**src/source/icacheDefs.svh**
```systemverilog
`ifndef ICACHE_DEFS_SVH
`define ICACHE_DEFS_SVH

// Cache geometry
`define WAYS 4
`define SETS 16
`define LINE_BITS 128

// Address split: tag | index | byte offset
`define OFFSET_W 4
`define INDEX_W 4
`define TAG_W 24

// Legal fetch range, inclusive
`define LEGAL_LO 32'h0000_0000
`define LEGAL_HI 32'h0000_FFFF

`endif

```
**src/source/memPkg.sv**
```systemverilog
`default_nettype none

`include "icacheDefs.svh"

package memPkg;

    typedef enum logic [1:0] {
        RF_IDLE,
        RF_REQ,
        RF_WRITE
    } refillState_e;

    typedef logic [`LINE_BITS-1:0] line_t;

endpackage

`default_nettype wire

```
**src/source/cacheWay.sv**
```systemverilog
`default_nettype none

`include "icacheDefs.svh"

module cacheWay import memPkg::*; (
    input logic clk,
    input logic rst,
    input logic rdEn,
    input logic [`INDEX_W-1:0] rdIndex,
    input logic [`TAG_W-1:0] lookupTag,
    input logic wrEn,
    input logic [`INDEX_W-1:0] wrIndex,
    input logic [`TAG_W-1:0] wrTag,
    input line_t wrData,
    output logic wayHit,
    output line_t wayData
);

    logic [`SETS-1:0] validBits;
    logic [`TAG_W-1:0] tagMem [`SETS];
    line_t dataMem [`SETS];

    logic rdValid;
    logic [`TAG_W-1:0] rdTag;

    always_ff @(posedge clk) begin
        if (rst) begin
            validBits <= '0;
            rdValid <= 1'b0;
        end else begin
            if (wrEn) begin
                validBits[wrIndex] <= 1'b1;
            end
            if (rdEn) begin
                rdValid <= validBits[rdIndex];
            end
        end
    end

    always_ff @(posedge clk) begin
        if (wrEn) begin
            tagMem[wrIndex] <= wrTag;
            dataMem[wrIndex] <= wrData;
        end
        if (rdEn) begin
            rdTag <= tagMem[rdIndex];
            wayData <= dataMem[rdIndex];
        end
    end

    // Tag of the op now in the pipeline register
    assign wayHit = rdValid && (rdTag == lookupTag);

endmodule

`default_nettype wire

```
**config.mk**
```make
export PLATFORM = sky130hd
export DESIGN_NAME = cacheWay
export DESIGN_NICKNAME = d
export VERILOG_FILES = /design/src/source/memPkg.sv /design/src/source/cacheWay.sv
export VERILOG_INCLUDE_DIRS = /design/src /design/src/source
export SDC_FILE = /design/constraint.sdc
export NUM_CORES = 2
export LEC_CHECK = 0
export BUFFER_PORTS_ARGS = -buffer_cell sky130_fd_sc_hd__buf_4
export CAP_MARGIN = 0
export CORE_MARGIN = 5
export CORE_UTILIZATION = 45
export DETAILED_ROUTE_END_ITERATION = 10
export SLEW_MARGIN = 15
export SYNTH_ARGS = -nofsm -noshare
export SYNTH_HDL_FRONTEND = slang
export SYNTH_SLANG_ARGS = --single-unit
```
**constraint.sdc**
```tcl
create_clock -name clk -period 13.9 [get_ports clk]
set_input_delay 0.695 -clock clk [delete_from_list [all_inputs] [get_ports clk]]
set_output_delay 0.695 -clock clk [all_outputs]
set_load 0.02 [all_outputs]
```
### Yosys cells after proc, flatten, opt, wreduce, memory -nomap -nowiden

Memory sizes are Yosys's and may differ from the RTL's. A register that Yosys moved wholly into a read port is not among the register bits.
Cells that the tools add are included.

| storage, ports and cells | value |
|---|---|
| register bits | 17 |
| bits in latches | 0 |
| memory bits (writable) | 2432 |
| memory bits (read-only) | 0 |
| input bits | 188 |
| output and inout bits | 129 |
| word-level logic and storage cells | 17 |
| memories | 2 |

Memory list:

| name | words | bits a word | read ports | clocked after Yosys merged registers in | wr ports | line | text |
|---|---|---|---|---|---|---|---|
| dataMem | 16 | 128 | 1 | 1 | 1 | cacheWay.sv:21 | `` line_t dataMem [`SETS]; `` |
| tagMem | 16 | 24 | 1 | 1 | 1 | cacheWay.sv:20 | `` logic [`TAG_W-1:0] tagMem [`SETS]; `` |

| cells by class | value |
|---|---|
| add/sub/neg operators | 0 |
| multiply operators | 0 |
| divide/modulo/power cells | 0 |
| $lt $le $gt $ge | 3 |
| equal/unequal tests | 1 |
| shift-type cells | 0 |
| mux-type cells | 6 |
| bitwise logic cells | 1 |
| reduce and logical (&&, ||, !) cells | 2 |

Operators with widths:

| operator | number |
|---|---|
| == test 24 bit | 1 |
| OR 16 bit | 1 |
| less-than comparator 4 x 5 -> 1 bit (second input constant) | 2 |
| binary-select mux 1 bit (select 4 bit) | 1 |
| demux 1 bit (select 4 bit) | 1 |
| >= comparator 4 x 1 -> 1 bit (second input constant) | 1 |
| 2-to-1 mux 1 bit | 4 |
| logical AND 1 bit | 2 |

### Longest topological paths before layout

| logic depth | value |
|---|---|
| depth after elaboration | 5 |
| depth in mapped cells | 8 |
| gate-level depth less buffers | 4 |

### Least setup slack after synthesis

No wires, ideal clock.

| timing path | value |
|---|---|
| path type | input to register |
| from | input port wrIndex[0] |
| to | memory dataMem[0][0] (netlist bit), enable pin |
| library setup time | 854 ps |
| arrival time | 11507 ps |
| data required time | 13046 ps |
| slack | 1538 ps |
| stages | 2 |
| path buffers | 0 |
| path through | or3b_2 nor3_1 |

RTL lines:

| what | line | text |
|---|---|---|
| start, declared | cacheWay.sv:12 | `` input logic [`INDEX_W-1:0] wrIndex, `` |
| end, declared | cacheWay.sv:21 |  |

No word-level cell before the write port.

### Final worst setup path

| timing path | value |
|---|---|
| from | register rdTag[12], read port of tagMem |
| to | output port wayHit |

| on the way | value |
|---|---|
| cells in the longest elaborated chain, start to end | 2 |

RTL lines:

| what | line | text |
|---|---|---|
| start, declared | cacheWay.sv:24 | `` logic [`TAG_W-1:0] rdTag; `` |
| == test 24 bit | cacheWay.sv:52 | `assign wayHit = rdValid && (rdTag == lookupTag);` |
| logical AND 1 bit | cacheWay.sv:52 |  |
| end, declared | cacheWay.sv:15 | `output logic wayHit,` |

No other way between the ends.

==> summary.md <==
| Metric | Value |
|---|---|
| Post-CTS Setup Bufs | `0` |
| DP HPWL | `approximately 110 mm` |
| Pins over their slew limit | `0` |
| Lkg Pwr | `35.1 nW` |
| Hold path depth | `1` |
| Min-Delay Path Class | `input port to flip-flop` |
| RSZ-0062 raised after global routing | `false` |
| DR vias | `about 42k` |
| Drt via density | `5.80` |
| Core Rows | `170` |
| CP Launch Type | `flip-flop` |
| Largest net degree at the start of global routing | `137` |
| Die ar. | `225000 sq um` |
| DRC violations left | `0` |
| Core area | `about 210000 sq um` |
| Element type at the critical path end | `output port` |
| Mean routed wirelength per cell | `~31 um` |
| Final worst-path cycle share | `28.9%` |
| CTS H-Tree Depth | `5` |
| Met3 Usage GRT | `4.61%` |
| Worst Hold Path EP | `dataMem[11][108]` |
| # port buffers | `about 320` |
| Initial core utilization | `45.2%` |
| Pre-antenna DRT Iters | `5` |
| Critical path required time | `between 10 and 15 ns` |
| Max_cap viols | `0` |
| CTS Buffer Depth | `4` |
| Setup TNS | `0 ns` |
| Number of DRC markers in iteration 0 | `3793` |
| Yosys warns | `0` |
| Number of global-route vias before repair | `44.1k` |
| PD cells | `around 150 nW/um^2` |
| #FFs+latches synth | `2601` |
| Maximum fanout along the worst path | `1` |
| GPL Wtd Cong | `0.705` |
| Clock Sinks | `2601` |
| Top-Level Pins | `317` |
| Final min period | `approximately 4 ns` |
| Number of distinct library cells after synthesis | `26` |
| Peak supply drop | `0.000136 V` |
| WP data arrival | `3.33 ns` |
| Root buffer cell | `clkbuf_16` |
| Net count after synthesis | `3964` |
| CTS Hold Bufs | `2` |
| Run status | `finished, final reports clean` |
| CTS resizes | `0` |
| Worst-skew pair later-pin latency | `roughly 0.92 ns` |
| Initial antenna violation count | `45` |
| CTS clk-pin slew, worst paths | `roughly 0.06 ns` |
| P&R area growth vs syn | `15.1%` |
| Reg2reg setup slack | `around 12 ns` |
| Worst Path Class, Setup | `flip-flop to output port` |
| Post-route ant nets | `0` |
| Slew HR | `about a quarter` |
| First-pass GRT wire length | `between 300 and 400 mm` |
| Routing usage on met1 | `roughly 27%` |
| Total CTS buffers | `285` |
| Die Wd | `474 um` |
| Critical R2R Capture | `wayData[21]` |
| Hold wc startpoint | `wrData[108]` |
| Nets | `4468` |
| Reg2reg start | `dataMem[12][21]` |
| Hold Slack | `between 0.06 and 0.07 ns` |
| R2R depth | `2` |
| GR Util All Layers | `between 20 and 25%` |
| Least-Margin Pin Slew | `1.13 ns` |
| Die H | `~470 um` |
| Cells after synthesis | `about 3.8k` |
| Synth Cell Area | `96800 sq um` |
| FMAX | `around 250 MHz` |
| Total wire length | `around 230 mm` |
| CTS tree | `built` |
| Setup Skew | `0.0435 ns` |
| Final hold vios | `0` |
| Setup-failing EPs final | `0` |
| Post-synthesis sequential area ratio | `80.5%` |
| Syn_area_per_cell | `25.6 sq um` |
| Layout cell share with drive strength beyond 1 | `33.5%` |
| M2 GR Usage | `33.8%` |
| Total grt overflow | `0` |
| Global routing's busiest layer | `met2` |
cell usage after synthesis:
library cell | instances | share of area (%)
xor2_1 | 15 | 0.14
a221oi_1 | 2 | 0.018
nor2b_1 | 42 | 0.27
nand3b_1 | 3 | 0.023
nand2_1 | 2 | 0.0078
buf_4 | 6 | 0.047
nor3_1 | 5 | 0.026
nand2b_1 | 2 | 0.013
clkbuf_1 | 68 | 0.26
nand4_1 | 2 | 0.013
a211oi_1 | 41 | 0.32
buf_1 | 25 | 0.097
mux2i_1 | 45 | 0.47
edfxtp_1 | 2584 | 80
buf_2 | 82 | 0.42
nor2_1 | 47 | 0.18
o211ai_1 | 1 | 0.0078
dfxtp_1 | 17 | 0.35
mux4_2 | 721 | 17
nor4_1 | 4 | 0.026
xnor2_1 | 9 | 0.081
or3b_2 | 2 | 0.018
a21oi_1 | 41 | 0.21
nand3_1 | 3 | 0.016
buf_6 | 6 | 0.070
a22oi_1 | 1 | 0.0078
cell usage in the layout (no fill, tap or decap), types with 4 or more instances in the layout:
master         n
edfxtp_1    2584
mux4_2       721
buf_4        385
clkbuf_16    295
clkinv_1      60
clkbuf_1      58
mux2i_1       45
nor2b_1       42
a211oi_1      41
a21oi_1       41
nor2_1        35
clkinv_2      25
bufinv_16     18
dfxtp_1       17
diode_2       15
xor2_1        15
nor2_4        12
buf_12        12
xnor2_1        9
clkinv_4       6
buf_8          5
nor3_2         4
nor4_1         4
clkinvlp_4     4
cell type report:
| class | instances | area (sq um) |
|---|---|---|
| antenna | 15 | 37.5 |
| clock buffer | 354 | 7610 |
| clock inverter | 116 | 1000 |
| fill | 16458 | 103000 |
| multi-input combinational | 988 | 18100 |
| sequential | 2601 | 77900 |
| tap | 2838 | 3550 |
| timing repair buffer | 404 | 3230 |
through the flow:
| stage | utilization [%] | setup slack (ns) | power [mW] | instances | instance area, sq um |
|---|---|---|---|---|---|
| 2_1_floorplan | - | 1.54 | 9.54 | 3776 | 96800 |
| 3_5_place_dp | 48.0 | 9.05 | 9.90 | 6829 | 103000 |
| 5_1_grt | 52.0 | 9.86 | 17.4 | 7306 | 111000 |
| 6_report | 52.0 | 9.88 | 16.8 | 7316 | 111000 |
| 3_3_place_gp | 48.0 | 9.04 | 9.88 | 6829 | 103000 |
| 4_1_cts | 52.0 | 9.81 | 17.0 | 7301 | 111000 |
report_power, final:
part,internal (mW),switching (mW),leakage [nW]
registers,8.83,0.0635,23.6
logic,0.362,0.458,7.28
clock network,4.19,2.90,4.20
registers in the layout, indices dropped and copies added, names as in the netlist:
name and count:
dataMem 2048, tagMem 384, wayData 128, rdTag 24
validBits 16, rdValid 1
worst max-delay path: stages, from the launching register on:
cell and delay [ns]:
edfxtp_1 0.55, xor2_1 0.21, nor4_1 0.43, nand3_1 0.15, nor4_1 0.79, buf_4 0.28
kinds of logic (layout without fill, tap and decap cells):
family | Yosys count | count (layout) | synth area share [%]
AOI/OAI and AO/OA | 86 | 86 | 0.563
xor gates and xnor gates | 24 | 24 | 0.217
buffers and inverters | 187 | 874 | 0.901
DFF | 2601 | 2601 | 80.5
muxes | 766 | 766 | 17.2
other | 0 | 15 | 0
and+or+nand+nor | 112 | 112 | 0.596
worst max-delay path by stage:
stage	slack, ns	from	end
detailed placement	9.05	rdIndex[2]	rdTag[19]
global route	9.86	rdTag[12]	wayHit
floorplan	1.54	wrIndex[0]	dataMem[0][0]
finish	9.88	rdTag[12]	wayHit
global placement	9.04	rdIndex[2]	rdTag[19]
CTS	9.81	rdTag[12]	wayHit
layer usage:
metal | routed length, um | share of wire (%)
met1 | 92900 | 41
met5 | 294 | 0.13
met2 | 115000 | 51
met4 | 5620 | 2.5
met3 | 14000 | 6.1
(Power assumes the default switching activity.)
