--- src/source/icacheDefs.svh ---
`ifndef ICACHE_DEFS_SVH
`define ICACHE_DEFS_SVH

// Cache geometry
`define WAYS 4
`define SETS 16
`define LINE_BITS 128

// Address split: tag | index | byte offset
`define OFFSET_W 4
`define INDEX_W 4
`define TAG_W 24

// Legal fetch range, inclusive
`define LEGAL_LO 32'h0000_0000
`define LEGAL_HI 32'h0000_FFFF

`endif

--- src/source/fetchPkg.sv ---
`default_nettype none

`include "icacheDefs.svh"

package fetchPkg;

    // Packet field widths
    localparam int ID_W = 4;
    localparam int LINE_PC_W = 32 - `OFFSET_W;

    // Fault status of an output packet
    typedef enum logic [1:0] {
        FAULT_NONE,
        FAULT_ACCESS
    } fetchFault_e;

    typedef logic [ID_W-1:0] fetchId_t;

    // pc bits 31 down to the line offset
    typedef logic [LINE_PC_W-1:0] linePc_t;

endpackage

`default_nettype wire

--- src/source/fetchStage.sv ---
`default_nettype none

`include "icacheDefs.svh"

module fetchStage import fetchPkg::*; (
    input logic clk,
    input logic rst,
    input logic fetchValid,
    input logic [31:0] fetchPc,
    input logic mispredict,
    input fetchId_t misprId,
    input logic miss,
    input logic pktValid,
    input logic refillBusy,
    input logic nearFull,
    output logic stall,
    output logic rdEn,
    output logic [`INDEX_W-1:0] rdIndex,
    output logic pipeValid,
    output logic [31:0] pipePc,
    output fetchId_t curId
);

    logic started;
    logic accept;

    // Held off for one cycle after reset, during refill and on a full buffer
    assign stall = !started || refillBusy || nearFull;
    assign accept = fetchValid && !stall;

    // Ways are read in the acceptance cycle
    assign rdEn = accept;
    assign rdIndex = fetchPc[`OFFSET_W +: `INDEX_W];

    always_ff @(posedge clk) begin
        if (rst) begin
            started <= 1'b0;
            pipeValid <= 1'b0;
        end else begin
            started <= 1'b1;
            if (mispredict || miss) begin
                pipeValid <= 1'b0;
            end else begin
                pipeValid <= accept;
            end
        end
    end

    always_ff @(posedge clk) begin
        if (accept) begin
            pipePc <= fetchPc;
        end
    end

    // Fetch id counter
    always_ff @(posedge clk) begin
        if (rst) begin
            curId <= '0;
        end else if (mispredict) begin
            curId <= misprId + fetchId_t'(1);
        end else if (pktValid) begin
            curId <= curId + fetchId_t'(1);
        end
    end

endmodule

`default_nettype wire

--- config.mk ---
export PLATFORM = sky130hd
export DESIGN_NAME = fetchStage
export DESIGN_NICKNAME = d
export VERILOG_FILES = /design/src/source/fetchPkg.sv /design/src/source/fetchStage.sv
export VERILOG_INCLUDE_DIRS = /design/src /design/src/source
export SDC_FILE = /design/constraint.sdc
export NUM_CORES = 1
export LEC_CHECK = 0
export BUFFER_PORTS_ARGS = -buffer_cell sky130_fd_sc_hd__buf_2
export CORE_AREA = 4 4 83 65
export DETAILED_ROUTE_END_ITERATION = 10
export DIE_AREA = 0 0 87 69
export GPL_ROUTABILITY_DRIVEN = 1
export PLACE_DENSITY = 0.56
export SLEW_MARGIN = 20
export SYNTH_ARGS = -nofsm -noshare
export SYNTH_HDL_FRONTEND = slang
export SYNTH_SLANG_ARGS = --single-unit
--- constraint.sdc ---
create_clock -name clk -period 3.2 [get_ports clk]
set_input_delay 0.32 -clock clk [delete_from_list [all_inputs] [get_ports clk]]
set_output_delay 0.32 -clock clk [all_outputs]
set_load 0.005 [all_outputs]
-- Yosys cells after proc, flatten, opt, wreduce, memory -nomap -nowiden
Cells that the tools add are included.
- output and inout bits: 43
- input bits: 44
- register bits after elaboration: 38
- word-level logic and storage cells: 17
- $add $sub $neg: 2
- reductions and logical operators: 8
- multiplexer cells: 3
- operators by type and width (kind ; number):
    4-bit by 1-bit adder with 4-bit output, second input constant ; 2
    4-bit 2-to-1 mux ; 2
    1-bit logical OR ; 3
    1-bit zero test ; 2
    2-bit nonzero test ; 1
    2-bit OR reduction ; 1
    1-bit logical AND ; 1
    1-bit 2-to-1 mux ; 1

-- Logic depth before layout (Yosys ltp)
Gate-level depths: netlist of run 1.
- word-level depth: 5
- mapped depth: 6
- mapped depth without buffers: 5

-- Worst setup path before layout of run 1
OpenSTA, ideal clock, no wires.
- path kind: input to register
- from: in refillBusy
- to: reg pipeValid
- stages: 3
- path slack: 0.531 ns
- library setup time: 0.087 ns
- data arrival time: 2.582 ns
- cell sequence: or3b_1 > nor2_1 > nor4b_2
- cells in the longest elaborated chain, start to end: 4
- ends and longest elaborated chain (what ; RTL line ; text):
    start: declaration ; fetchStage.sv:14 ; input logic refillBusy,
    1-bit logical OR (2 in series) ; fetchStage.sv:28 ; assign stall = !started || refillBusy || nearFull;
    1-bit zero test ; fetchStage.sv:29 ; assign accept = fetchValid && !stall;
    1-bit logical AND ; fetchStage.sv:29 ;
    via rdEn ; fetchStage.sv:17 ; output logic rdEn,
    end signal: assignment ; fetchStage.sv:44 ; pipeValid <= accept;
    end: declaration ; fetchStage.sv:19 ; output logic pipeValid,
The timed path passes the listed nets, and every way through them passes these cells.
A chain may end at the register's enable or synchronous reset.

-- Worst setup path in the final report of run 1
- from: reg started
- to: out rdEn
- cells in the longest elaborated chain, start to end: 5
- ends and longest elaborated chain (what ; RTL line ; text):
    start: declaration ; fetchStage.sv:24 ; logic started;
    start signal: assignment ; fetchStage.sv:37 ; started <= 1'b0;
    start signal: assignment ; fetchStage.sv:40 ; started <= 1'b1;
    1-bit zero test ; fetchStage.sv:28 ;
    1-bit logical OR (2 in series) ; fetchStage.sv:28 ;
    1-bit zero test ; fetchStage.sv:29 ;
    1-bit logical AND ; fetchStage.sv:29 ;
    end: declaration ; fetchStage.sv:17 ;
No other way between the ends.

==> reports/results.ini, run 1 <==
[detailed_routing]
dr.pass1.iters=4
drc_errors=0
avgRoutedWirePerCell_microns=13.6
antenna_left=0
drtIter0Drc=38
drt_wl_total_microns=2960
viasPerCell=4.12
vias=894

[finish]
finalInstanceArea_sq_mm=0.00190
drive_gt1_frac=0.625
nFillCells=448
final_util=0.423
seq_area_sq_mm=0.00108
diodes=0
final_cells=217
area_delta_synth_final_pct=41.9
multi_input_area_sq_um=216
finalNetCount=204
final_common_cell=buf_2
most-common-layout-cells=buf_2, edfxtp_1, dfxtp_1

[power_and_ir_drop]
powerDensity_mw_per_mm2=495
vdd_drop_max_v=0.000138
p_leak_nw=0.835
power_mw=0.939

[setup_path]
required_ps=2880
path_class=reg2out
critPathArrivalTime_ps=1720
end_kind=output pin
crit_path_start=started
worstSetupStartpointType=register
path_max_fanout=24
r2r-start=started

[place]
dp.final_hpwl_microns=2380
place_area_sq_mm=0.00181
gp_congestion=0.719
pre_cts_slack_ps=1220
portBuffers=86
dp.cells=209

[sta]
setup_ws_ps=1160
setup_violations=0
post-route-period-util=0.638
tightest_slew_ps=626
hold_violations=0
rsz0062_at_grt=false
maxSlewViolCount=0
maxSlewHeadroom=0.582
fin_skew_ps=4.68
totalNegativeSetupSlack_ps=0
fmaxAchievable_ghz=0.489
min_period_ps=2040
timing.hold.ws_ps=203

[logic_synthesis]
syn_inst=70
ys_warn_count=0
synth_seq_cells=38
syn_nets=115
ys_seq_area_frac=0.807
syn_area_per_cell_sq_um=19.1
synth_area_sq_mm=0.00134
synth_cell_types=25

[cts]
cts_tree=done
clockBufferDepth=2
cts_sinks=38
clk_pin_slew_ps=70
ctsResizeCount=0
numCtsBuffers=5
ctsHoldBuffers=0
clk-insertion-delay-late_ps=280
htree_levels=2
cts_setup_buffers=0
root_buffer=clkbuf_8

[outcome]
status=finished clean

[floorplan]
coreArea_sq_mm=0.00449
initial_utilization=0.298
io_pins=87
rows=21
die_h_microns=69
die_w_microns=87
die-area_sq_mm=0.00600

[min_path]
holdCritPathClass=in2reg
min-delay-start=miss

[global_route]
grt_pass1_vias=914
grt.total_usage=0.0976
overflow=0
grt_max_degree=25
antenna_found_initial=0
grt_pass1_wl_microns=4330

[flow_run]
drv_cap=0

-- where the power goes --
group,internal (mW),total (mW),switching (mW)
clock,0.149,0.306,0.157
sequential,0.550,0.559,0.00825
combinational,0.0413,0.0747,0.0334
-- final cells by class --
class,count,area share
multi-input combinational,25,0.114
inverter,2,0.00395
sequential,38,0.569
clock inverter,3,0.00856
clock buffer,5,0.0362
tap,57,0.0375
timing repair buffer,87,0.231
-- Yosys cell counts --
cell,instances,share of area
a211oi_1,1,0.0056
a21oi_1,1,0.0037
and2_1,1,0.0047
and4b_1,1,0.0075
buf_4,4,0.022
buf_6,1,0.0084
dfxtp_1,6,0.090
edfxtp_1,32,0.72
ha_1,1,0.0093
inv_1,2,0.0056
mux2_2,2,0.017
mux2i_1,1,0.0075
nand2_1,3,0.0084
nand4_1,1,0.0047
nand4b_4,1,0.018
nor2_1,2,0.0056
nor2_4,1,0.0084
nor3_1,1,0.0037
nor4_1,1,0.0047
nor4b_2,1,0.011
o211a_1,1,0.0075
o21a_1,1,0.0056
o21ai_0,1,0.0037
or3b_1,1,0.0065
xnor2_1,2,0.013
-- registers in the layout, indices dropped and copies added (netlist names) --
name and flops:
pipeValid 1, curId 4, pipePc 32, started 1
-- critical path: stages, from the launching register on --
cell and delay [ps]:
dfxtp_1 300, or3b_1 400, nor2_4 510, buf_2 230
-- kinds of logic after synthesis --
| logic type | after synthesis | synth area share |
|---|---|---|
| buf+inv | 7 | 0.0365 |
| mux | 3 | 0.0243 |
| fa+ha+maj | 1 | 0.00934 |
| flops | 38 | 0.807 |
| simple gates | 14 | 0.0832 |
| xor+xnor | 2 | 0.0131 |
| compound gates | 5 | 0.0262 |
-- final timing paths --
| check | end | slack, ps | cells after the start |
|---|---|---|---|
| worst min register to register | curId[1] | 530 | 2 |
| worst max register to register | pipePc[9] | 1390 | 3 |
| worst min-delay path | pipeValid | 200 | 2 |
| worst max-delay path | rdEn | 1160 | 3 |
-- metal layers --
layer,part of all wire,vias to the layer above,track usage
li1,-,436,-
met1,0.39,391,0.108
met2,0.46,60,0.158
met3,0.14,7,0.0440
met4,0.016,0,0.0467
met5,0,-,0
Power figures use the tool's default switching activity.
==> run 2, diff against run 1 <==
--- a/config.mk
+++ b/config.mk
@@ -11,7 +11,7 @@
 export DETAILED_ROUTE_END_ITERATION = 10
 export DIE_AREA = 0 0 87 69
 export GPL_ROUTABILITY_DRIVEN = 1
-export PLACE_DENSITY = 0.56
+export PLACE_DENSITY = 0.58
 export SLEW_MARGIN = 20
 export SYNTH_ARGS = -nofsm -noshare
 export SYNTH_HDL_FRONTEND = slang
==> constraint.sdc (replaced) <==
create_clock -name clk -period 1.85 [get_ports clk]
set_input_delay 0.185 -clock clk [delete_from_list [all_inputs] [get_ports clk]]
set_output_delay 0.185 -clock clk [all_outputs]
set_load 0.005 [all_outputs]
==> run 2 against run 1 <==
Worst hold slack got worse by 130 ps. Clock skew rose by 0.96 ps. Critical path depth rose by 1. Routed wire length fell by 2.0%. Global-route usage fell by 0.30 points. Clock power rose by 110%. Sequential share of layout area fell by 0.89 points. Sequential power rose by 73%. Largest cell class unchanged. Via count rose by 2.3%. Total power rose by 85%.
==> reports/results.ini, run 2 (same netlist as run 1, synthesis figures left out) <==
[finish]
reg_top3=pipePc x32, curId x4
finalNetCount=204
regMostFlops=pipePc
most-common-layout-cells=buf_2, edfxtp_1, dfxtp_1
drive_gt1_frac=0.623
area_delta_synth_final_pct=44.1
largest_register_ffs=32
final_util=0.429
finalInstanceArea_sq_mm=0.00193
diodes=0
final_common_cell=buf_2

[setup_path]
path_class=reg2out
critPathArrivalTime_ps=1460
cp_top_family=simple AND/OR/NAND/NOR gates
cp_slowest_cell=or3b_1
required_ps=1660
worstSetupStartpointType=register
end_kind=output pin
critPathBufInv=2
cp_cell_sequence=or3b_1 > nor2_4 > buf_12 > buf_2
path_max_fanout=34
max_stage_delay_ps=390

[sta]
setup_violations=0
rsz0062_at_grt=false
fin_skew_ps=5.64
min_period_ps=1650
fmaxAchievable_ghz=0.607
post-route-period-util=0.891
maxSlewHeadroom=0.832
totalNegativeSetupSlack_ps=0
maxSlewViolCount=0
hold_violations=0
tightest_slew_ps=251

[cts]
clk_pin_slew_ps=70
clockBufferDepth=2
cts_sinks=38
numCtsBuffers=5
ctsResizeCount=0
htree_levels=2
root_buffer=clkbuf_8
cts_tree=done
cts_setup_buffers=0
clk-insertion-delay-late_ps=270
ctsHoldBuffers=0

[global_route]
grt.total_usage=0.0946
grt_max_degree=35
grt_pass1_wl_microns=4430
antenna_found_initial=0
overflow=0
grt_pass1_vias=889

[floorplan]
die-area_sq_mm=0.00600
die_h_microns=69
rows=21
io_pins=87
initial_utilization=0.298
die_w_microns=87
coreArea_sq_mm=0.00449

[place]
gp_congestion=0.724
place_area_sq_mm=0.00183
portBuffers=86
dp.final_hpwl_microns=2330

[outcome]
status=finished clean

[power_and_ir_drop]
p_leak_nw=0.848
vdd_drop_max_v=0.000323
powerDensity_mw_per_mm2=902

[detailed_routing]
avgRoutedWirePerCell_microns=13.4
dr.pass1.iters=4
viasPerCell=4.24
antenna_left=0
drt_wl_total_microns=2900
drtIter0Drc=39
drc_errors=0
vias=915

[min_path]
holdCritPathClass=in2reg

[flow_run]
drv_cap=0

run 2: cell type report:
type | instances | area [sq um]
Multi-Input combinational cell | 25 | 216
Timing Repair Buffer | 87 | 450
Clock buffer | 5 | 68.8
Fill cell | 420 | 2560
Inverter | 2 | 7.51
Clock inverter | 2 | 33.8
Tap cell | 57 | 71.3
Sequential cell | 38 | 1080
run 2: layer usage:
layer / wire, microns / global-route usage / share of wire
met1: 1150 / 0.116 / 0.39
met4: 7 / 0.0311 / 0.0024
met5: 0 / 0 / 0
met3: 434 / 0.0476 / 0.15
met2: 1310 / 0.144 / 0.45
run 2: path summary, 6_finish.rpt:
path,from,end,slack (ps),cells past startpoint
worst max-delay path,started,rdEn,200,4
worst min register to register,curId[1],curId[1],540,2
worst min-delay path,miss,pipeValid,70,2
worst max register to register,started,pipePc[20],500,3
run 2: worst reg2reg max path, stage by stage, from the launching register on:
cell and delay [ps]:
dfxtp_1 300, or3b_1 390, nor2_4 120, buf_12 210
run 2: metrics by stage:
stage | std cells | hold slack (ps) | setup WS (ps) | total power [mW]
6_report | 216 | 73.4 | 201 | 1.74
5_1_grt | 216 | 56.4 | 134 | 1.83
4_1_cts | 216 | 59.5 | 176 | 1.77
3_5_place_dp | 209 | 363 | 345 | 1.12
3_3_place_gp | 209 | 362 | 413 | 1.11
2_1_floorplan | 70 | 254 | 227 | 1.04
run 2: report_power, final:
group          internal (mW)  leakage, nW  switching [mW]
combinational         0.0729        0.456          0.0575
sequential             0.952        0.340          0.0140
clock                  0.389       0.0517           0.256
total                   1.41        0.848           0.327
