## src/source/icacheDefs.svh

```systemverilog
`ifndef ICACHE_DEFS_SVH
`define ICACHE_DEFS_SVH

// Cache geometry
`define WAYS 4
`define SETS 16
`define LINE_BITS 128

// Address split: tag | index | byte offset
`define OFFSET_W 4
`define INDEX_W 4
`define TAG_W 24

// Legal fetch range, inclusive
`define LEGAL_LO 32'h0000_0000
`define LEGAL_HI 32'h0000_FFFF

`endif

```

## src/source/fetchPkg.sv

```systemverilog
`default_nettype none

`include "icacheDefs.svh"

package fetchPkg;

    // Packet field widths
    localparam int ID_W = 4;
    localparam int LINE_PC_W = 32 - `OFFSET_W;

    // Fault status of an output packet
    typedef enum logic [1:0] {
        FAULT_NONE,
        FAULT_ACCESS
    } fetchFault_e;

    typedef logic [ID_W-1:0] fetchId_t;

    // pc bits 31 down to the line offset
    typedef logic [LINE_PC_W-1:0] linePc_t;

endpackage

`default_nettype wire

```

## src/source/memPkg.sv

```systemverilog
`default_nettype none

`include "icacheDefs.svh"

package memPkg;

    typedef enum logic [1:0] {
        RF_IDLE,
        RF_REQ,
        RF_WRITE
    } refillState_e;

    typedef logic [`LINE_BITS-1:0] line_t;

endpackage

`default_nettype wire

```

## src/source/hitSelect.sv

```systemverilog
`default_nettype none

`include "icacheDefs.svh"

module hitSelect import fetchPkg::*, memPkg::*; (
    input logic clk,
    input logic rst,
    input logic pipeValid,
    input logic [31:0] pipePc,
    input fetchId_t curId,
    input logic [`WAYS-1:0] wayHit,
    input line_t wayData [`WAYS],
    output logic pktValid,
    output linePc_t pktPc,
    output fetchFault_e pktFault,
    output line_t pktData,
    output fetchId_t pktId,
    output logic miss,
    output logic [31:0] missPc
);

    logic inRange;
    logic hitAny;
    line_t hitData;

    // One unsigned compare covers both bounds
    assign inRange = (pipePc - `LEGAL_LO) <= (`LEGAL_HI - `LEGAL_LO);
    assign hitAny = |wayHit;

    always_comb begin
        hitData = '0;
        for (int w = 0; w < `WAYS; w++) begin
            if (wayHit[w]) begin
                hitData = wayData[w];
            end
        end
    end

    // Range check wins over the tag result
    assign pktValid = pipeValid && (!inRange || hitAny);
    assign pktPc = pipePc[31:`OFFSET_W];
    assign pktFault = inRange ? FAULT_NONE : FAULT_ACCESS;
    assign pktData = inRange ? hitData : '0;
    assign pktId = curId;

    assign miss = pipeValid && inRange && !hitAny;
    assign missPc = pipePc;

    // A line is never resident in two ways
    onehotHit: assert property (@(posedge clk) disable iff (rst)
        pipeValid |-> $onehot0(wayHit));

endmodule

`default_nettype wire

```

## config.mk

```make
export PLATFORM = sky130hd
export DESIGN_NAME = hitSelect
export DESIGN_NICKNAME = d
export VERILOG_FILES = /design/src/source/fetchPkg.sv /design/src/source/memPkg.sv /design/src/source/hitSelect.sv
export VERILOG_INCLUDE_DIRS = /design/src /design/src/source
export SDC_FILE = /design/constraint.sdc
export NUM_CORES = 1
export LEC_CHECK = 0
export BUFFER_PORTS_ARGS = -buffer_cell sky130_fd_sc_hd__buf_2
export CORE_AREA = 10 10 287 289
export DETAILED_ROUTE_END_ITERATION = 12
export DIE_AREA = 0 0 297 299
export PLACE_DENSITY_LB_ADDON = 0.08
export SLEW_MARGIN = 20
export SYNTH_ARGS = -nofsm -noshare
export SYNTH_HDL_FRONTEND = slang
export SYNTH_SLANG_ARGS = --single-unit
```

## constraint.sdc

```tcl
create_clock -name vclk -period 2.7
set_input_delay 0.135 -clock vclk [all_inputs]
set_output_delay 0.135 -clock vclk [all_outputs]
set_load 0.01 [all_outputs]
```

# Yosys cells after proc, flatten, opt, wreduce, memory -nomap -nowiden
# Cells that the tools add are included.
[op_classes]
n_reduce_logical = 7
n_lt_le_gt_ge = 1
muxes = 6
[op_table]
columns = ["cell", "count"]
rows = [
  ["$mux W128", 5],
  ["$le A32 B16 Y1 const B", 1],
  ["$reduce_or A4 Y1", 1],
  ["$logic_and A1 B1 Y1", 3],
  ["$logic_not A1 Y1", 2],
  ["$logic_or A1 B1 Y1", 1],
  ["$mux W1", 1],
]
[totals]
ff_bits = 0
word_cells = 14
output_inout_bits = 196
in_bits = 555

# Longest topological paths before layout
# Gate-level depths: netlist of the first run.
[logic_depth]
ltp_word = 5
ltp_mapped = 7

# Worst setup path after synthesis of the first run
# OpenSTA, ideal clock, no wires.
[synth_path]
kind = "input to output"
start = "in pipePc[20]"
end = "out pktData[100]"
n_path_buf = 2
t_required_ns = 2.565
cell_stages = 5
slack_ns = 1.278
arrival_time_ns = 1.287
path_cell_list = "nor4_1 nand4_1 buf_2 clkbuf_1 nor3_1"
[synth_between]
elab_chain_len = 2
[synth_rtl]
columns = ["element", "line", "source"]
rows = [
  ["start: declaration", "hitSelect.sv:9", "input logic [31:0] pipePc,"],
  ["$le A32 B16 Y1", "hitSelect.sv:27", "assign inRange = (pipePc - `LEGAL_LO) <= (`LEGAL_HI - `LEGAL_LO);"],
  ["$mux W128", "hitSelect.sv:43", "assign pktData = inRange ? hitData : '0;"],
  ["end: declaration", "hitSelect.sv:16", "output line_t pktData,"],
]
# No other way between the ends.

# Worst setup path in the final report of the first run
[layout_path]
start = "in pipePc[17]"
end = "out pktData[103]"
# The elaborated chain is that of the path after synthesis.

==> out/qor.yml, run 1 <==
ys_seq_area_share_pct: 0
arrival_ns: 2.15
cp_cell_sequence: "buf_2, nor4_1, nand4_1, buf_12, nor3_1, buf_2"
nFlopsAndLatches: 0
antenna_found_initial: 8
syn_nets: 1106
fin_tns_setup_ns: 0
crit_required_ns: 2.57
maxCapViolCount: 0
synthAdderAreaFrac_pct: 0
clkPwrFrac_pct: 0
grtUsageMet3_pct: 2.78
drive_above_1_share_pct: 65.1
grt_pass1_vias: 7849
grt_use_total_pct: 9.40
hold_class: "input port to output pin"
crit_fanout: 61
crit_top_cell: "buf_2"
rows: 102
max_freq_mhz: 437
cp_num_buf_inv: 3
worstSetupEndpointType: "output pin"
nClkBuffers: 0
grt_use_met1_pct: 9.93
p_total_uw: 920
ctsResizeCount: 0
power.internal_uw: 461
yosys.area_share.simple_pct: 20.6
drt_iter0_drc: 250
initial_core_util_pct: 4.54
grt.busiest_layer: "met2"
die-area_mm2: 0.0888
tightest_slew_ns: 0.558
portBuffers: 696
p_leak_nw: 3.81
maxSlewHeadroom_pct: 62.8
num_io_pins: 751
p_comb_share_pct: 100.0
place.gp.congestion: 0.843
worstSetupPathType: "input port to output pin"
hold_ws_ns: 0.270
met2_usage_pct: 18.3
cts_setup_buffers: 0
areaGrowthSynthToFinish_pct: 127
min_period_ns: 2.29
setup_viol: 0
cts_hold_buf: 0
nNetsFinal: 1694
cp-start-kind: "input port"
routedWlPerCell_um: 21.1
powerDensity_mw_per_mm2: 116
synth_compound_area_share_pct: 55.3
core_area_mm2: 0.0767
register_area_um2: 0
swShare_pct: 49.9
seq_power_share_pct: 0
hold_viol: 0
power.switching_uw: 459
fin_area_mm2: 0.00792
avgSynthCellArea_um2: 6.33
synth_xor_area_share_pct: 0
die_x_um: 297
synthesis.area_mm2: 0.00349
synthMuxAreaShare_pct: 0
finalMaxSlewViolations: 0
routed_wl_um: 46100
dr.pass1.iters: 4
synth_top_family_by_area: "compound AO/OA/AOI/OAI gates"
dp_hpwl_um: 38300
rsz0062_at_grt: "false"
drtAntennaViolNets: 0
crit_slowest_cell: "nor3_1"
grt_pass1_wl_um: 62500
fin_crit_sh_pct: 84.7
placed_cell_area_mm2: 0.00791
synthDistinctLibCells: 21
cp_top_family: "simple AND/OR/NAND/NOR gates"
num_vias: 7383
grt_start_max_net_pins: 62
via_per_inst: 3.39
die_height_um: 299
status: "complete, no violations"
synth_cells: 551
fillers: 9120
slowest_delay_ns: 0.52
yosys_warnings: 0
max-vdd-ir-drop_uv: 35.2
global_route.overflow_total: 0
drc: 0
## synth_stat cells
master    instances  share of area, %
or2_2             1              0.18
nor3_1          128                18
a221oi_1        127                32
buf_2            15               2.2
nand4_1           1              0.18
inv_1             2              0.22
a31oi_1           1              0.18
conb_1            1              0.11
nand3_1           1              0.14
nand2b_1          1              0.18
o21a_1            1              0.22
nor4_1            4              0.72
clkbuf_1         68               7.3
nor2b_1           1              0.18
nand2_1           2              0.22
or3_1             1              0.18
buf_1             1              0.11
buf_4            66                14
nand3b_1          1              0.22
o22ai_1         127                23
a21o_1            1              0.22
## path summary, 6_finish.rpt
kind / cells past startpoint / slack, ns / start / to
hold / removal: 0 / 0.27 / curId[2] / pktId[2]
setup / recovery: 6 / 0.41 / pipePc[17] / pktData[103]
## power groups by stage
stage	Sequential [mW]	Combinational, mW	Clock [mW]
3_5_place_dp	0	0.939	0
5_1_grt	0	1.01	0.000000199
4_1_cts	0	0.943	0
2_1_floorplan	0	0.400	0
6_report	0	0.920	0.000000199
3_3_place_gp	0	0.948	0
## layout make-up
class                           count  area, µm²  share of cell area [%]
Tap cell                         1040       1300                    16.4
Multi-Input combinational cell    399       2670                    33.6
Inverter                            2       10.0                   0.126
Timing Repair Buffer              736       3940                    49.7
Antenna cell                        4       10.0                   0.126
## per-layer routing
metal | up-vias | share of wire, %
met5 | - | 0
met4 | 0 | 1.7
met3 | 41 | 8.5
met2 | 441 | 54
met1 | 3439 | 36
li1 | 3462 | -
## layout by cell type, fill, tap and decap left out, drive strengths merged
cell type and n:
nand3 1, a31oi 1, inv 2, or2 1, nor3 128, a221oi 127
or3 1, o22ai 127, nand2 2, diode 4, nor4 4, conb 1
nand3b 1, nand4 1, nor2b 1, a21o 1, buf 736, o21a 1
nand2b 1
## metrics by stage
stage / instances / worst slack, ns / utilization [%]
floorplan: 551 / 1.28 / -
global placement: 2177 / 0.479 / 10.3
detailed placement: 2177 / 0.357 / 10.3
CTS: 2177 / 0.357 / 10.3
global route: 2181 / 0.224 / 10.3
finish: 2181 / 0.414 / 10.3
## logic make-up after synthesis
logic type | Yosys count
AO/OA/AOI/OAI | 257
buffers and inverters | 152
AND/OR/NAND/NOR | 141
other | 1
No activity file was read; power rests on OpenSTA's default activity.
==> inputs of run 2 (changes only) <==
- CORE_AREA: 10 10 287 289 -> 10 10 285 287
- DIE_AREA: 0 0 297 299 -> 0 0 295 297
- clock period: 2.7 -> 1.85 ns (I/O delays scaled with it)
==> run 2 against run 1 <==
Compared with the run above: hold slack got worse by 0.085 ns; critical path type unchanged; critical path depth rose by 3; final area increased by 4.8%; wire length grew 2.0%.
==> out/qor.yml, run 2 (synthesis gave the netlist of run 1 again) <==
status: "complete, no violations"
worstSetupEndpointType: "output pin"
core_area_mm2: 0.0754  # -1.6%
p_leak_nw: 4.06  # +6.6%
min_period_ns: 1.79
via_per_inst: 3.54  # +4.7%
cp_num_buf_inv: 6  # +3
nNetsFinal: 1742  # +2.8%
die_x_um: 295  # -0.67%
portBuffers: 696  # unchanged
drt_iter0_drc: 299  # +20%
global_route.overflow_total: 0  # unchanged
cp_top_family: "buffers and inverters"
final_cell_mix: "buf_2 (695), a221oi_1 (127), o22ai_1 (127)"
maxCapViolCount: 0  # unchanged
max-vdd-ir-drop_uv: 52.2  # +48%
final_common_cell: "buf_2"
nFlopsAndLatches: 0  # unchanged
drtAntennaViolNets: 0  # unchanged
cp-start-kind: "input port"
powerDensity_mw_per_mm2: 170  # +46%
register_area_um2: 0  # unchanged
hold_ws_ns: 0.185  # -0.0850 ns
die-area_mm2: 0.0876  # -1.3%
rows: 101  # -0.98%
num_io_pins: 751  # unchanged
routedWlPerCell_um: 21.7  # +2.7%
fin_crit_sh_pct: 96.7
critPathLaunch: "pipePc[17]"
cp_cell_sequence: "buf_2, nor4_4, buf_4, nand4_1, buf_4, buf_12, buf_4, nor3_1, buf_2"
tightest_slew_ns: 0.582  # +0.0247 ns
initial_core_util_pct: 4.62  # +0.076 points
dp_cells: 2160  # -0.78%
hold_viol: 0  # unchanged
cts_hold_buf: 0  # unchanged
finalMaxSlewViolations: 0  # unchanged
arrival_ns: 1.70  # -0.45 ns
die_height_um: 297  # -0.67%
min_to: "missPc[2]"
antenna_found_initial: 5  # -3
grt_start_max_net_pins: 63  # +1.6%
dp_hpwl_um: 40200  # +5.0%
worstHoldStart: "pipePc[2]"
crit_fanout: 27  # -56%
num_vias: 7673  # +3.9%
crit_slowest_cell: "nor4_4"
dr.pass1.iters: 4  # unchanged
nClkBuffers: 0  # unchanged
areaGrowthSynthToFinish_pct: 138
crit_top_cell: "buf_4"
hold_class: "input port to output pin"
grt_use_total_pct: 9.63  # +0.23 points
grt_pass1_vias: 8199  # +4.5%
grt_pass1_wl_um: 62500  # unchanged
finalNonFillerCells: 2165  # -0.73%
setup_viol: 0  # unchanged
drc: 0  # unchanged
crit_required_ns: 1.76  # -0.81 ns
max_freq_mhz: 559
slowest_delay_ns: 0.27  # -0.25 ns
drive_above_1_share_pct: 67.0  # +1.9 points
hold-path-cell-count: 0  # unchanged
worstSetupPathType: "input port to output pin"
place.gp.congestion: 0.844  # about the same
maxSlewHeadroom_pct: 61.2  # -1.6 points
routed_wl_um: 47000  # +2.0%
-- run 2: cell types whose count changed in the layout (fill, tap and decap cells not counted) --
| cell | previous run | this run |
|---|---|---|
| buf_4 | 29 | 72 |
| nor3_1 | 128 | 124 |
| nor3_2 | 0 | 4 |
| buf_12 | 12 | 15 |
| diode_2 | 4 | 2 |
| nor4_1 | 4 | 2 |
| buf_6 | 0 | 1 |
| clkbuf_16 | 0 | 1 |
| nor4_2 | 0 | 1 |
| nor4_4 | 0 | 1 |
-- run 2: layout make-up --
type | instances | area (µm²)
Antenna cell | 2 | 5.00
Fill cell | 8889 | 67100
Inverter | 2 | 10.0
Multi-Input combinational cell | 399 | 2710
Tap cell | 978 | 1220
Timing Repair Buffer | 784 | 4360
-- run 2: repair_timing --
| item | 4_1_cts | 5_1_grt |
|---|---|---|
| endpoints found under the hold margin | 0 | 0 |
| buffers inserted | 0 | 2 |
| cloned | 0 | 1 |
| resized for setup | 4 | 11 |
| setup endpoints to repair | 57 | 109 |
-- run 2: worst max path at each step --
| stage | to | cells after the start |
|---|---|---|
| 2_1_floorplan | pktData[100] | 5 |
| 5_1_grt | pktData[87] | 9 |
| 3_3_place_gp | pktData[17] | 7 |
| 6_report | pktData[94] | 9 |
| 3_5_place_dp | pktData[17] | 7 |
| 4_1_cts | pktData[112] | 8 |
-- run 2: metal layers --
metal  track usage, %  vias up  wire, µm
met5                0        -        27
met4             2.41        4      1250
li1                 -     3557         -
met1             9.50     3625     16100
met2             19.4      440     25600
met3             2.35       47      4030
-- run 2: per-stage QoR --
step	worst slack (ns)	instance area (µm²)	power [mW]	util (%)	setup TNS, ns
6_report	0.0614	8300	1.41	11.0	0
5_1_grt	-0.0329	8300	1.54	11.0	-0.474
4_1_cts	-0.0000818	8210	1.43	10.9	-0.0000818
3_5_place_dp	-0.0953	8190	1.42	10.9	-0.844
3_3_place_gp	-0.0877	8190	1.44	10.9	-1.24
2_1_floorplan	0.513	3490	0.583	-	0
-- run 2: power by group --
group | switching (mW) | internal [mW] | total (mW)
Clock | 0 | 0.000000145 | 0.000000145
Combinational | 0.693 | 0.714 | 1.41
Sequential | 0 | 0 | 0
Total | 0.693 | 0.714 | 1.41
