`src/source/icacheDefs.svh`:
```
`ifndef ICACHE_DEFS_SVH
`define ICACHE_DEFS_SVH

// Cache geometry
`define WAYS 4
`define SETS 16
`define LINE_BITS 128

// Address split: tag | index | byte offset
`define OFFSET_W 4
`define INDEX_W 4
`define TAG_W 24

// Legal fetch range, inclusive
`define LEGAL_LO 32'h0000_0000
`define LEGAL_HI 32'h0000_FFFF

`endif

```
`src/source/memPkg.sv`:
```
`default_nettype none

`include "icacheDefs.svh"

package memPkg;

    typedef enum logic [1:0] {
        RF_IDLE,
        RF_REQ,
        RF_WRITE
    } refillState_e;

    typedef logic [`LINE_BITS-1:0] line_t;

endpackage

`default_nettype wire

```
`src/source/missHandler.sv`:
```
`default_nettype none

`include "icacheDefs.svh"

module missHandler import memPkg::*; (
    input logic clk,
    input logic rst,
    input logic miss,
    input logic [31:0] missPc,
    input logic mispredict,
    input logic memAck,
    input line_t memData,
    output logic memReq,
    output logic [31:0] memAddr,
    output logic refillBusy,
    output logic [`WAYS-1:0] wrEn,
    output logic [`INDEX_W-1:0] wrIndex,
    output logic [`TAG_W-1:0] wrTag,
    output line_t wrData
);

    localparam int VIC_W = $clog2(`WAYS);

    refillState_e state;
    logic [VIC_W-1:0] victim;
    logic [31:0] reqAddr;
    line_t lineBuf;

    always_ff @(posedge clk) begin
        if (rst) begin
            state <= RF_IDLE;
            victim <= '0;
        end else begin
            case (state)
                RF_IDLE: if (miss && !mispredict) state <= RF_REQ;
                RF_REQ: if (memAck) state <= RF_WRITE;
                RF_WRITE: begin
                    state <= RF_IDLE;
                    victim <= victim + VIC_W'(1);
                end
                default: state <= RF_IDLE;
            endcase
        end
    end

    always_ff @(posedge clk) begin
        if (state == RF_IDLE && miss) begin
            reqAddr <= {missPc[31:`OFFSET_W], {`OFFSET_W{1'b0}}};
        end
        if (memAck) begin
            lineBuf <= memData;
        end
    end

    assign memReq = (state == RF_REQ);
    assign memAddr = reqAddr;
    assign refillBusy = (state != RF_IDLE);

    always_comb begin
        wrEn = '0;
        if (state == RF_WRITE) begin
            wrEn[victim] = 1'b1;
        end
    end

    assign wrIndex = reqAddr[`OFFSET_W +: `INDEX_W];
    assign wrTag = reqAddr[31 -: `TAG_W];
    assign wrData = lineBuf;

    reqStable: assert property (@(posedge clk) disable iff (rst)
        memReq && !memAck |=> memReq && $stable(memAddr));

    // Fetch stage must hold off lookups during a refill
    noMissBusy: assert property (@(posedge clk) disable iff (rst)
        refillBusy |-> !miss);

endmodule

`default_nettype wire

```
`config.mk`:
```
export PLATFORM = sky130hd
export DESIGN_NAME = missHandler
export DESIGN_NICKNAME = d
export VERILOG_FILES = /design/src/source/memPkg.sv /design/src/source/missHandler.sv
export VERILOG_INCLUDE_DIRS = /design/src /design/src/source
export SDC_FILE = /design/constraint.sdc
export NUM_CORES = 1
export LEC_CHECK = 0
export ABC_CLOCK_PERIOD_IN_PS = 5450
export BUFFER_PORTS_ARGS = -buffer_cell sky130_fd_sc_hd__buf_4
export CAP_MARGIN = 20
export CORE_AREA = 2 2 141 143
export CTS_BUF_LIST = sky130_fd_sc_hd__clkbuf_16
export CTS_CLUSTER_DIAMETER = 120
export DETAILED_ROUTE_END_ITERATION = 10
export DIE_AREA = 0 0 143 145
export GPL_TIMING_DRIVEN = 0
export HOLD_SLACK_MARGIN = 0.08
export PLACE_DENSITY = 0.55
export SLEW_MARGIN = 15
export SYNTH_ARGS = -nofsm -noshare
export SYNTH_HDL_FRONTEND = slang
export SYNTH_SLANG_ARGS = --single-unit
```
`constraint.sdc`:
```
create_clock -name clk -period 5.45 [get_ports clk]
set_input_delay 0.8175 -clock clk [delete_from_list [all_inputs] [get_ports clk]]
set_output_delay 0.8175 -clock clk [all_outputs]
set_load 0.02 [all_outputs]
```
After elaboration in Yosys (flattened, before gate mapping)
Cells that the tools add are included.
W data, S select, Z words.
{"block": "word_totals", "regBits": 160, "latchBits": 0, "mem_bits_rw": 0, "rom_bits": 0, "input_bits": 165, "out_inout_bits": 194, "wordCells": 24, "n_memories": 0}
{"block": "op_classes", "addsub": 1, "multipliers": 0, "div": 0, "n_lt_le_gt_ge": 2, "eq_ne": 4, "n_shift": 0, "muxes": 6, "n_bitwise": 0, "n_reduce_logical": 7}
{"operator": "$mux W2", "count": 2}
{"operator": "$mux W4", "count": 1}
{"operator": "$ne A2 B2 Y1 const B", "count": 2}
{"operator": "$pmux W2 S2", "count": 1}
{"operator": "$logic_and A1 B1 Y1", "count": 3}
{"operator": "$lt A2 B3 Y1 const B", "count": 1}
{"operator": "$add A2 B1 Y2 const B", "count": 1}
{"operator": "$demux W1 S2", "count": 1}
{"operator": "$eq A2 B1 Y1 const B", "count": 1}
{"operator": "$eq A2 B2 Y1 const B", "count": 1}
{"operator": "$ge A2 B1 Y1 const B", "count": 1}
{"operator": "$logic_not A2 Y1", "count": 1}
{"operator": "$reduce_and A2 Y1", "count": 1}
{"operator": "$reduce_bool A2 Y1", "count": 1}
{"operator": "$logic_not A1 Y1", "count": 1}
{"operator": "$mux W1", "count": 1}

Longest topological paths before layout
Gate-level depths: netlist of the first run.
{"block": "depth", "ltp_word": 5, "depth_mapped": 4, "depth_no_buf": 4}

Worst setup path before layout of the first run
OpenSTA, ideal clock, no wires.
{"block": "synth_path", "path_type": "in2reg", "startpoint": "in miss", "endpoint": "reg reqAddr[10], in the netlist memAddr[10], enable pin", "setup_ns": 0.413, "arrival_time_ns": 2.053, "required_time_ns": 5.037, "setup_slack_ns": 2.984, "cell_stages": 2, "path_buffers": 0, "cell_sequence": "inv_1 -> nor2_1"}
{"block": "synth_via", "elab_chain_len": 1}
{"element": "start, declared", "line_no": "missHandler.sv:8", "rtl": "input logic miss,"}
{"element": "$logic_and A1 B1 Y1", "line_no": "missHandler.sv:47", "rtl": "if (state == RF_IDLE && miss) begin"}
{"element": "end signal, assigned", "line_no": "missHandler.sv:48", "rtl": "reqAddr <= {missPc[31:`OFFSET_W], {`OFFSET_W{1'b0}}};"}
{"element": "end, declared", "line_no": "missHandler.sv:26", "rtl": "logic [31:0] reqAddr;"}
No other way between the ends.
A chain may end at the register's enable or synchronous reset.

Final worst setup path of the first run
{"block": "layout_path", "startpoint": "reg victim[0]", "endpoint": "out wrEn[0]"}
{"block": "layout_via", "elab_chain_len": 5, "word_cells_on_any_way": 6, "classes_between": "order compare: 2; mux: 3; reduce/logical: 1"}
{"element": "start, declared", "line_no": "missHandler.sv:25", "rtl": "logic [VIC_W-1:0] victim;"}
{"element": "start signal, assigned", "line_no": "missHandler.sv:39", "rtl": "victim <= victim + VIC_W'(1);"}
{"element": "$lt A2 B3 Y1 (implied by the code) / $ge A2 B1 Y1 (equally long branches)", "line_no": "missHandler.sv:62", "rtl": "wrEn[victim] = 1'b1;"}
{"element": "$logic_and A1 B1 Y1 (implied by the code)", "line_no": "missHandler.sv:62"}
{"element": "$mux W1 (implied by the code)", "line_no": "missHandler.sv:62"}
{"element": "$demux W1 S2 (*)", "line_no": "missHandler.sv:62"}
{"element": "$mux W4 (*)", "line_no": "missHandler.sv:61", "rtl": "if (state == RF_WRITE) begin"}
{"element": "end, declared", "line_no": "missHandler.sv:16", "rtl": "output logic [`WAYS-1:0] wrEn,"}
Mark *: on every way between the ends. The rest lies on a longest branch, timed or not.

==> results by group, run 1 <==
Outcome
  – Outcome: completed

Detailed routing
  – DR WL/cell: between 15 and 20 um
  – Remaining DRCs: 0
  – Initial DRC Count: ~130
  – Via count: about 3300
  – DR pass1 iterations: 4
  – Vias per cell: 3.81
  – Routed WL: ~13 mm
  – DRT antenna net count: 0

Hold path
  – Tightest Hold Check Type: flip-flop to flip-flop

Synth
  – Post-Synth Adder-Cell Area: 0.00965
  – Mux share of post-synthesis cell area: 0.00193
  – Synth area leaders: edfxtp_1 (90%), buf_4 (4.6%), dfxtp_1 (1.5%)
  – Gate count of the mapped netlist: between 200 and 250
  – Post-synth cell types: 17
  – Syn avg cell area: 23.9 um2
  – Cell taking the most area after synthesis: edfxtp_1
  – Synth top area share: 0.903
  – Simple logic cell fraction of the synthesized area: 0.0174
  – Yosys warns: 0
  – Synth Area in Compound Gates: 0.00169
  – Xor/xnor share of the synthesized area: 0.00169
  – Synthesized cell area: slightly above 5000 um2
  – Sequential-to-total area share from yosys stat: 0.918
  – Largest family of logic cells by synthesized area: buffers and inverters
  – #FFs+latches synth: 160

CTS
  – Cts repair resizes: 0
  – Post-CTS Hold Fix Bufs: 0
  – # clock sinks: between 150 and 200
  – Root Driver: clkbuf_16
  – CTS Buf Count: 17
  – Post-CTS Repair Setup Buffers: 0
  – Clk slew on worst S/H paths: roughly 0.060 ns
  – Clk buf depth: 2
  – CTS tree: yes
  – CTS H-tree depth: 4
  – Clock latency on the worst-skew pair: between 0.4 and 0.5 ns

Timing
  – Final WS setup: 3.23 ns
  – Hold Vio Cnt, Final: 0
  – Unrepaired setup endpoints after global routing: no
  – Slew HR: 0.502
  – Slew @ Worst Pin: about 0.75 ns
  – Clock skew: approximately 0.0034 ns
  – Setup tns final: 0 ns
  – FMAX: between 400 and 500 MHz
  – Endpoints failing setup: 0
  – Final period util: 0.408
  – Min Hold Slack: 0.494 ns
  – Crit path time final: 2.22 ns
  – Slew Viols, Final: 0

Floorplan
  – Row count: 51
  – Ports: 359
  – Initial Util: 0.270
  – Die area: 20700 um2
  – Vert. Die Dim: 145 um
  – Die W: ~140 um
  – Core area: around 19000 um2

Setup path
  – Worst setup SP type: flip-flop
  – Critical Path End Type: output pin
  – Data required time at the worst endpoint: ~4.6 ns
  – Setup CP Type: flip-flop to output pin
  – Crit Path Max Fanout: 4
  – Critical Path AT: 1.40 ns
  – R2R Setup Slk: ~3.8 ns

Place
  – # port buffers: 350
  – Area after DPL: just over 8000 um2
  – Setup Slack @ Placement: ~3.4 ns
  – Final GP Congestion: about 0.73
  – HPWL Detailed: just over 10 mm

Pwr
  – Power Dens Cells: about 360 nW/um2
  – Pwr Total: 0.00317 W
  – Leak pwr: approximately 3.8 nW
  – Maximum VDD drop: 0.193 mV

Layout
  – Most frequent cells in the layout: buf_4 (381), edfxtp_1 (156), clkbuf_16 (17), inv_6 (5)
  – Layout cells sized above 1: 0.698
  – Ant. Diodes: 0
  – Area Overhead vs Synth: 69.9%
  – Design Area, Final: a little under 9000 um2
  – Fin nets: around 760
  – Commonest non-fill, non-tap cell in the layout: buf_4

Flow run
  – Maxcap violations: 0

GRT
  – Largest net degree at the start of global routing: between 80 and 90
  – GRT Util Overall: 0.125
  – First-pass GRT wire length: approximately 19 mm
  – Global route overflow: 0
  – Initial antenna violation count: 0
  – Vias in the first global route: 3588
-- flip-flops by register name, indices dropped and copies added, names as in the netlist --
name / flops
memAddr: 28
state: 2
victim: 2
wrData: 128
-- cell families after synthesis --
family / after synthesis
other: 1
adders and majority gates: 4
and+or+nand+nor: 14
buffers and inverters: 35
muxes: 1
xor gates and xnor gates: 1
AOI/OAI and AO/OA: 1
DFF: 160
-- path summary, 6_finish.rpt --
check,start,end,cells past startpoint
worst max-delay path,victim[0]$_SDFFE_PP0N_,wrEn[0],4
worst min-delay path,state[1]$_SDFFE_PP0P_,state[1]$_SDFFE_PP0P_,1
worst max register to register,state[0]$_SDFFE_PP0P_,memAddr[21]$_DFFE_PP_,2
worst min register to register,state[1]$_SDFFE_PP0P_,state[1]$_SDFFE_PP0P_,1
-- metrics by stage --
step,instances,utilization
after floorplan,220,-
after global placement,835,0.425
after detailed placement,836,0.427
after CTS,868,0.459
after global routing,868,0.459
final,868,0.459
-- layer usage --
layer / share of wire / routed length [um] / vias up / track usage
li1: - / - / 1538 / -
met1: 0.34 / 4500 / 1536 / 0.122
met2: 0.52 / 6900 / 221 / 0.219
met3: 0.13 / 1760 / 14 / 0.0690
met4: 0.015 / 197 / 0 / 0.0455
met5: 0 / 0 / - / 0
-- critical path, cell delays in order (launching register included) --
cell	delay (ns)
dfxtp_1	0.40
inv_1	0.09
ha_1	0.19
and2_2	0.16
buf_4	0.15
-- cell usage after synthesis (all sizes together) --
cell type and instances:
conb 1, o31a 1, dfxtp 4, edfxtp 156
mux2i 1, nor2 3, nand2b 1, ha 4
xnor2 1, buf 32, and2b 1, inv 3
nand2 1, and2 4, nor2b 1, or2 1
nor3 2
-- report_power, final --
| group | leakage [nW] | total (W) | internal, W | switching, W |
|---|---|---|---|---|
| combinational | 1.95 | 0.000438 | 0.000214 | 0.000224 |
| sequential | 1.56 | 0.00149 | 0.00145 | 0.0000309 |
| clock | 0.310 | 0.00125 | 0.000737 | 0.000511 |
| total | 3.82 | 0.00317 | 0.00241 | 0.000766 |
-- layout make-up --
type	count	area (um2)
tap	265	332
timing repair buffer	351	2660
buffer	32	240
clock inverter	15	194
inverter	3	11.3
sequential	160	4760
clock buffer	17	425
multi-input combinational	25	190
fill	1696	10400
(Power assumes the default switching activity.)
==> run 2: changes to the inputs <==
- ABC_CLOCK_PERIOD_IN_PS: 5450 -> 1910
- PLACE_DENSITY: 0.55 -> 0.58
- clock period: 5.45 -> 1.91 ns (I/O delays scaled with it)
==> results by group, run 2 (synthesis gave the netlist of run 1 again) <==
Timing
  – Slew @ Worst Pin: 0.763 ns (was 0.745 ns)
  – Min Hold Slack: 0.132 ns (was 0.494 ns)
  – Hold Vio Cnt, Final: 0 (unchanged)
  – Final WS setup: 0.231 ns (was 3.23 ns)
  – Crit path time final: roughly 1.7 ns
  – Unrepaired setup endpoints after global routing: no (unchanged)
  – FMAX: 596 MHz
  – Endpoints failing setup: 0 (unchanged)
  – Slew Viols, Final: 0 (unchanged)
  – Clock skew: 0.00327 ns (was 0.00336 ns)
  – Final period util: 0.879
  – Setup tns final: 0 ns (unchanged)
  – Slew HR: 0.490 (was 0.502)

Layout
  – Ant. Diodes: 0 (unchanged)
  – Commonest non-fill, non-tap cell in the layout: buf_4 (unchanged)
  – Max FFs per register: 128 (unchanged)
  – Design Area, Final: 10400 um2 (was 8820 um2)
  – Layout cells sized above 1: 0.554 (was 0.698)
  – Fin nets: 916 (was 759)
  – Final core area utilization: 0.541 (was 0.459)
  – Most frequent cells in the layout: buf_4 (381), dlygate4sd3_1 (157), edfxtp_1 (156), clkbuf_16 (17), inv_6 (5) (was buf_4 (381), edfxtp_1 (156), clkbuf_16 (17), inv_6 (5))
  – Area Overhead vs Synth: 100% (was 69.9%)

Detailed routing
  – Routed WL: 15.8 mm (was 13.4 mm)
  – DR WL/cell: 15.4 um (about the same)
  – Remaining DRCs: 0 (unchanged)
  – Initial DRC Count: 108 (was 133)
  – Vias per cell: 3.88 (was 3.81)
  – DR pass1 iterations: 4 (unchanged)
  – DRT antenna net count: 0 (unchanged)
  – Via count: 3975 (was 3309)

Outcome
  – Outcome: completed (unchanged)

Floorplan
  – Core area: 19200 um2 (unchanged)
  – Die W: 143 um (unchanged)
  – Die area: 20700 um2 (unchanged)
  – Row count: 51 (unchanged)
  – Ports: 359 (unchanged)
  – Vert. Die Dim: 145 um (unchanged)
  – Initial Util: 0.270 (unchanged)

GRT
  – Global route overflow: 0 (unchanged)
  – First-pass GRT wire length: 23.3 mm (was 19.3 mm)
  – GRT Util Overall: 0.150 (was 0.125)
  – Initial antenna violation count: 0 (unchanged)
  – Largest net degree at the start of global routing: 81 (was 85)
  – Vias in the first global route: 4404 (was 3588)

Pwr
  – Maximum VDD drop: 0.559 mV (was 0.193 mV)
  – Power Dens Cells: 900 nW/um2 (was 360 nW/um2)
  – Leak pwr: 4.46 nW (was 3.82 nW)

CTS
  – Clk slew on worst S/H paths: 0.06 ns (about the same)
  – Clock latency on the worst-skew pair: 0.41 ns (about the same)
  – CTS tree: yes (unchanged)
  – Cts repair resizes: 0 (unchanged)
  – CTS H-tree depth: 4 (unchanged)
  – Clk buf depth: 2 (unchanged)
  – CTS Buf Count: 17 (unchanged)
  – # clock sinks: 160 (unchanged)
  – Root Driver: clkbuf_16 (unchanged)

Place
  – Final GP Congestion: 0.736 (was 0.730)
  – Setup Slack @ Placement: 0.253 ns (was 3.43 ns)
  – Area after DPL: 8200 um2 (unchanged)
  – HPWL Detailed: 10.6 mm (was 10.3 mm)
  – # port buffers: 350 (unchanged)

Setup path
  – Worst setup path startpoint: victim[0]$_SDFFE_PP0N_ (unchanged)
  – Data required time at the worst endpoint: 1.62 ns (was 4.63 ns)
  – R2R Setup Slk: 0.29 ns (was 3.84 ns)
  – Critical Path End Type: output pin (unchanged)
  – CP Capture Point: wrEn[2] (was wrEn[0])
  – Reg2reg end: memAddr[23]$_DFFE_PP_ (was memAddr[21]$_DFFE_PP_)
  – Setup CP Type: flip-flop to output pin (unchanged)
  – FF-to-FF path depth: 2 (unchanged)
  – Crit Path Max Fanout: 4 (unchanged)
  – Worst setup SP type: flip-flop (unchanged)
  – Critical Path AT: 1.39 ns (was 1.40 ns)
  – FF-to-FF Start: state[0]$_SDFFE_PP0P_ (unchanged)

Flow run
  – Maxcap violations: 0 (unchanged)

Hold path
  – Tightest Hold Check Type: primary input to flip-flop (was flip-flop to flip-flop)
[run 2: per-layer routing]
layer  part of all wire  vias to the layer above  wire length [um]  track usage
met5                  0                        -                 0            0
met4              0.030                        0               477       0.0668
met3               0.11                       34              1720       0.0723
met2               0.52                      240              8140        0.262
met1               0.34                     1846              5450        0.149
li1                   -                     1855                 -            -
[run 2: area by class of cell]
class / count / area [um2]
buffer: 32 / 240
clock buffer: 17 / 425
clock inverter: 15 / 195
fill: 1533 / 8820
inverter: 3 / 11.3
multi-input combinational: 25 / 190
sequential: 160 / 4760
tap: 265 / 332
timing repair buffer: 508 / 4230
[run 2: worst max-delay path, cell delays in order, from the launching register on]
cell and delay [ns]:
dfxtp_1 0.40, inv_1 0.08, ha_1 0.18, and2_2 0.16, buf_4 0.15
[run 2: worst min-delay path by stage]
| stage | start | end | slack [ns] | cells after the start |
|---|---|---|---|---|
| floorplan | rst | victim[0]$_SDFFE_PP0N_ | 0.36 | 1 |
| global placement | memData[8] | wrData[8]$_DFFE_PP_ | 0.46 | 1 |
| detailed placement | memData[98] | wrData[98]$_DFFE_PP_ | 0.47 | 1 |
| CTS | mispredict | state[0]$_SDFFE_PP0P_ | 0.11 | 3 |
| global route | mispredict | state[0]$_SDFFE_PP0P_ | 0.12 | 3 |
| finish | mispredict | state[0]$_SDFFE_PP0P_ | 0.13 | 3 |
[run 2: report_power, final]
| group | leakage [nW] | switching [W] | internal (W) |
|---|---|---|---|
| registers | 1.56 | 0.0000948 | 0.00415 |
| clock network | 0.302 | 0.00147 | 0.00210 |
| logic | 2.61 | 0.000712 | 0.000820 |
| total | 4.46 | 0.00228 | 0.00708 |
[run 2: what timing repair did]
action,in CTS,in global routing
buffers inserted,0,0
hold buffers,157,0
hold endpoints to repair,160,0
[run 2: through the flow]
stage / instances / power [W]
global placement: 835 / 0.00556
floorplan: 220 / 0.00479
CTS: 1025 / 0.00946
finish: 1025 / 0.00935
detailed placement: 836 / 0.00559
global route: 1025 / 0.00968
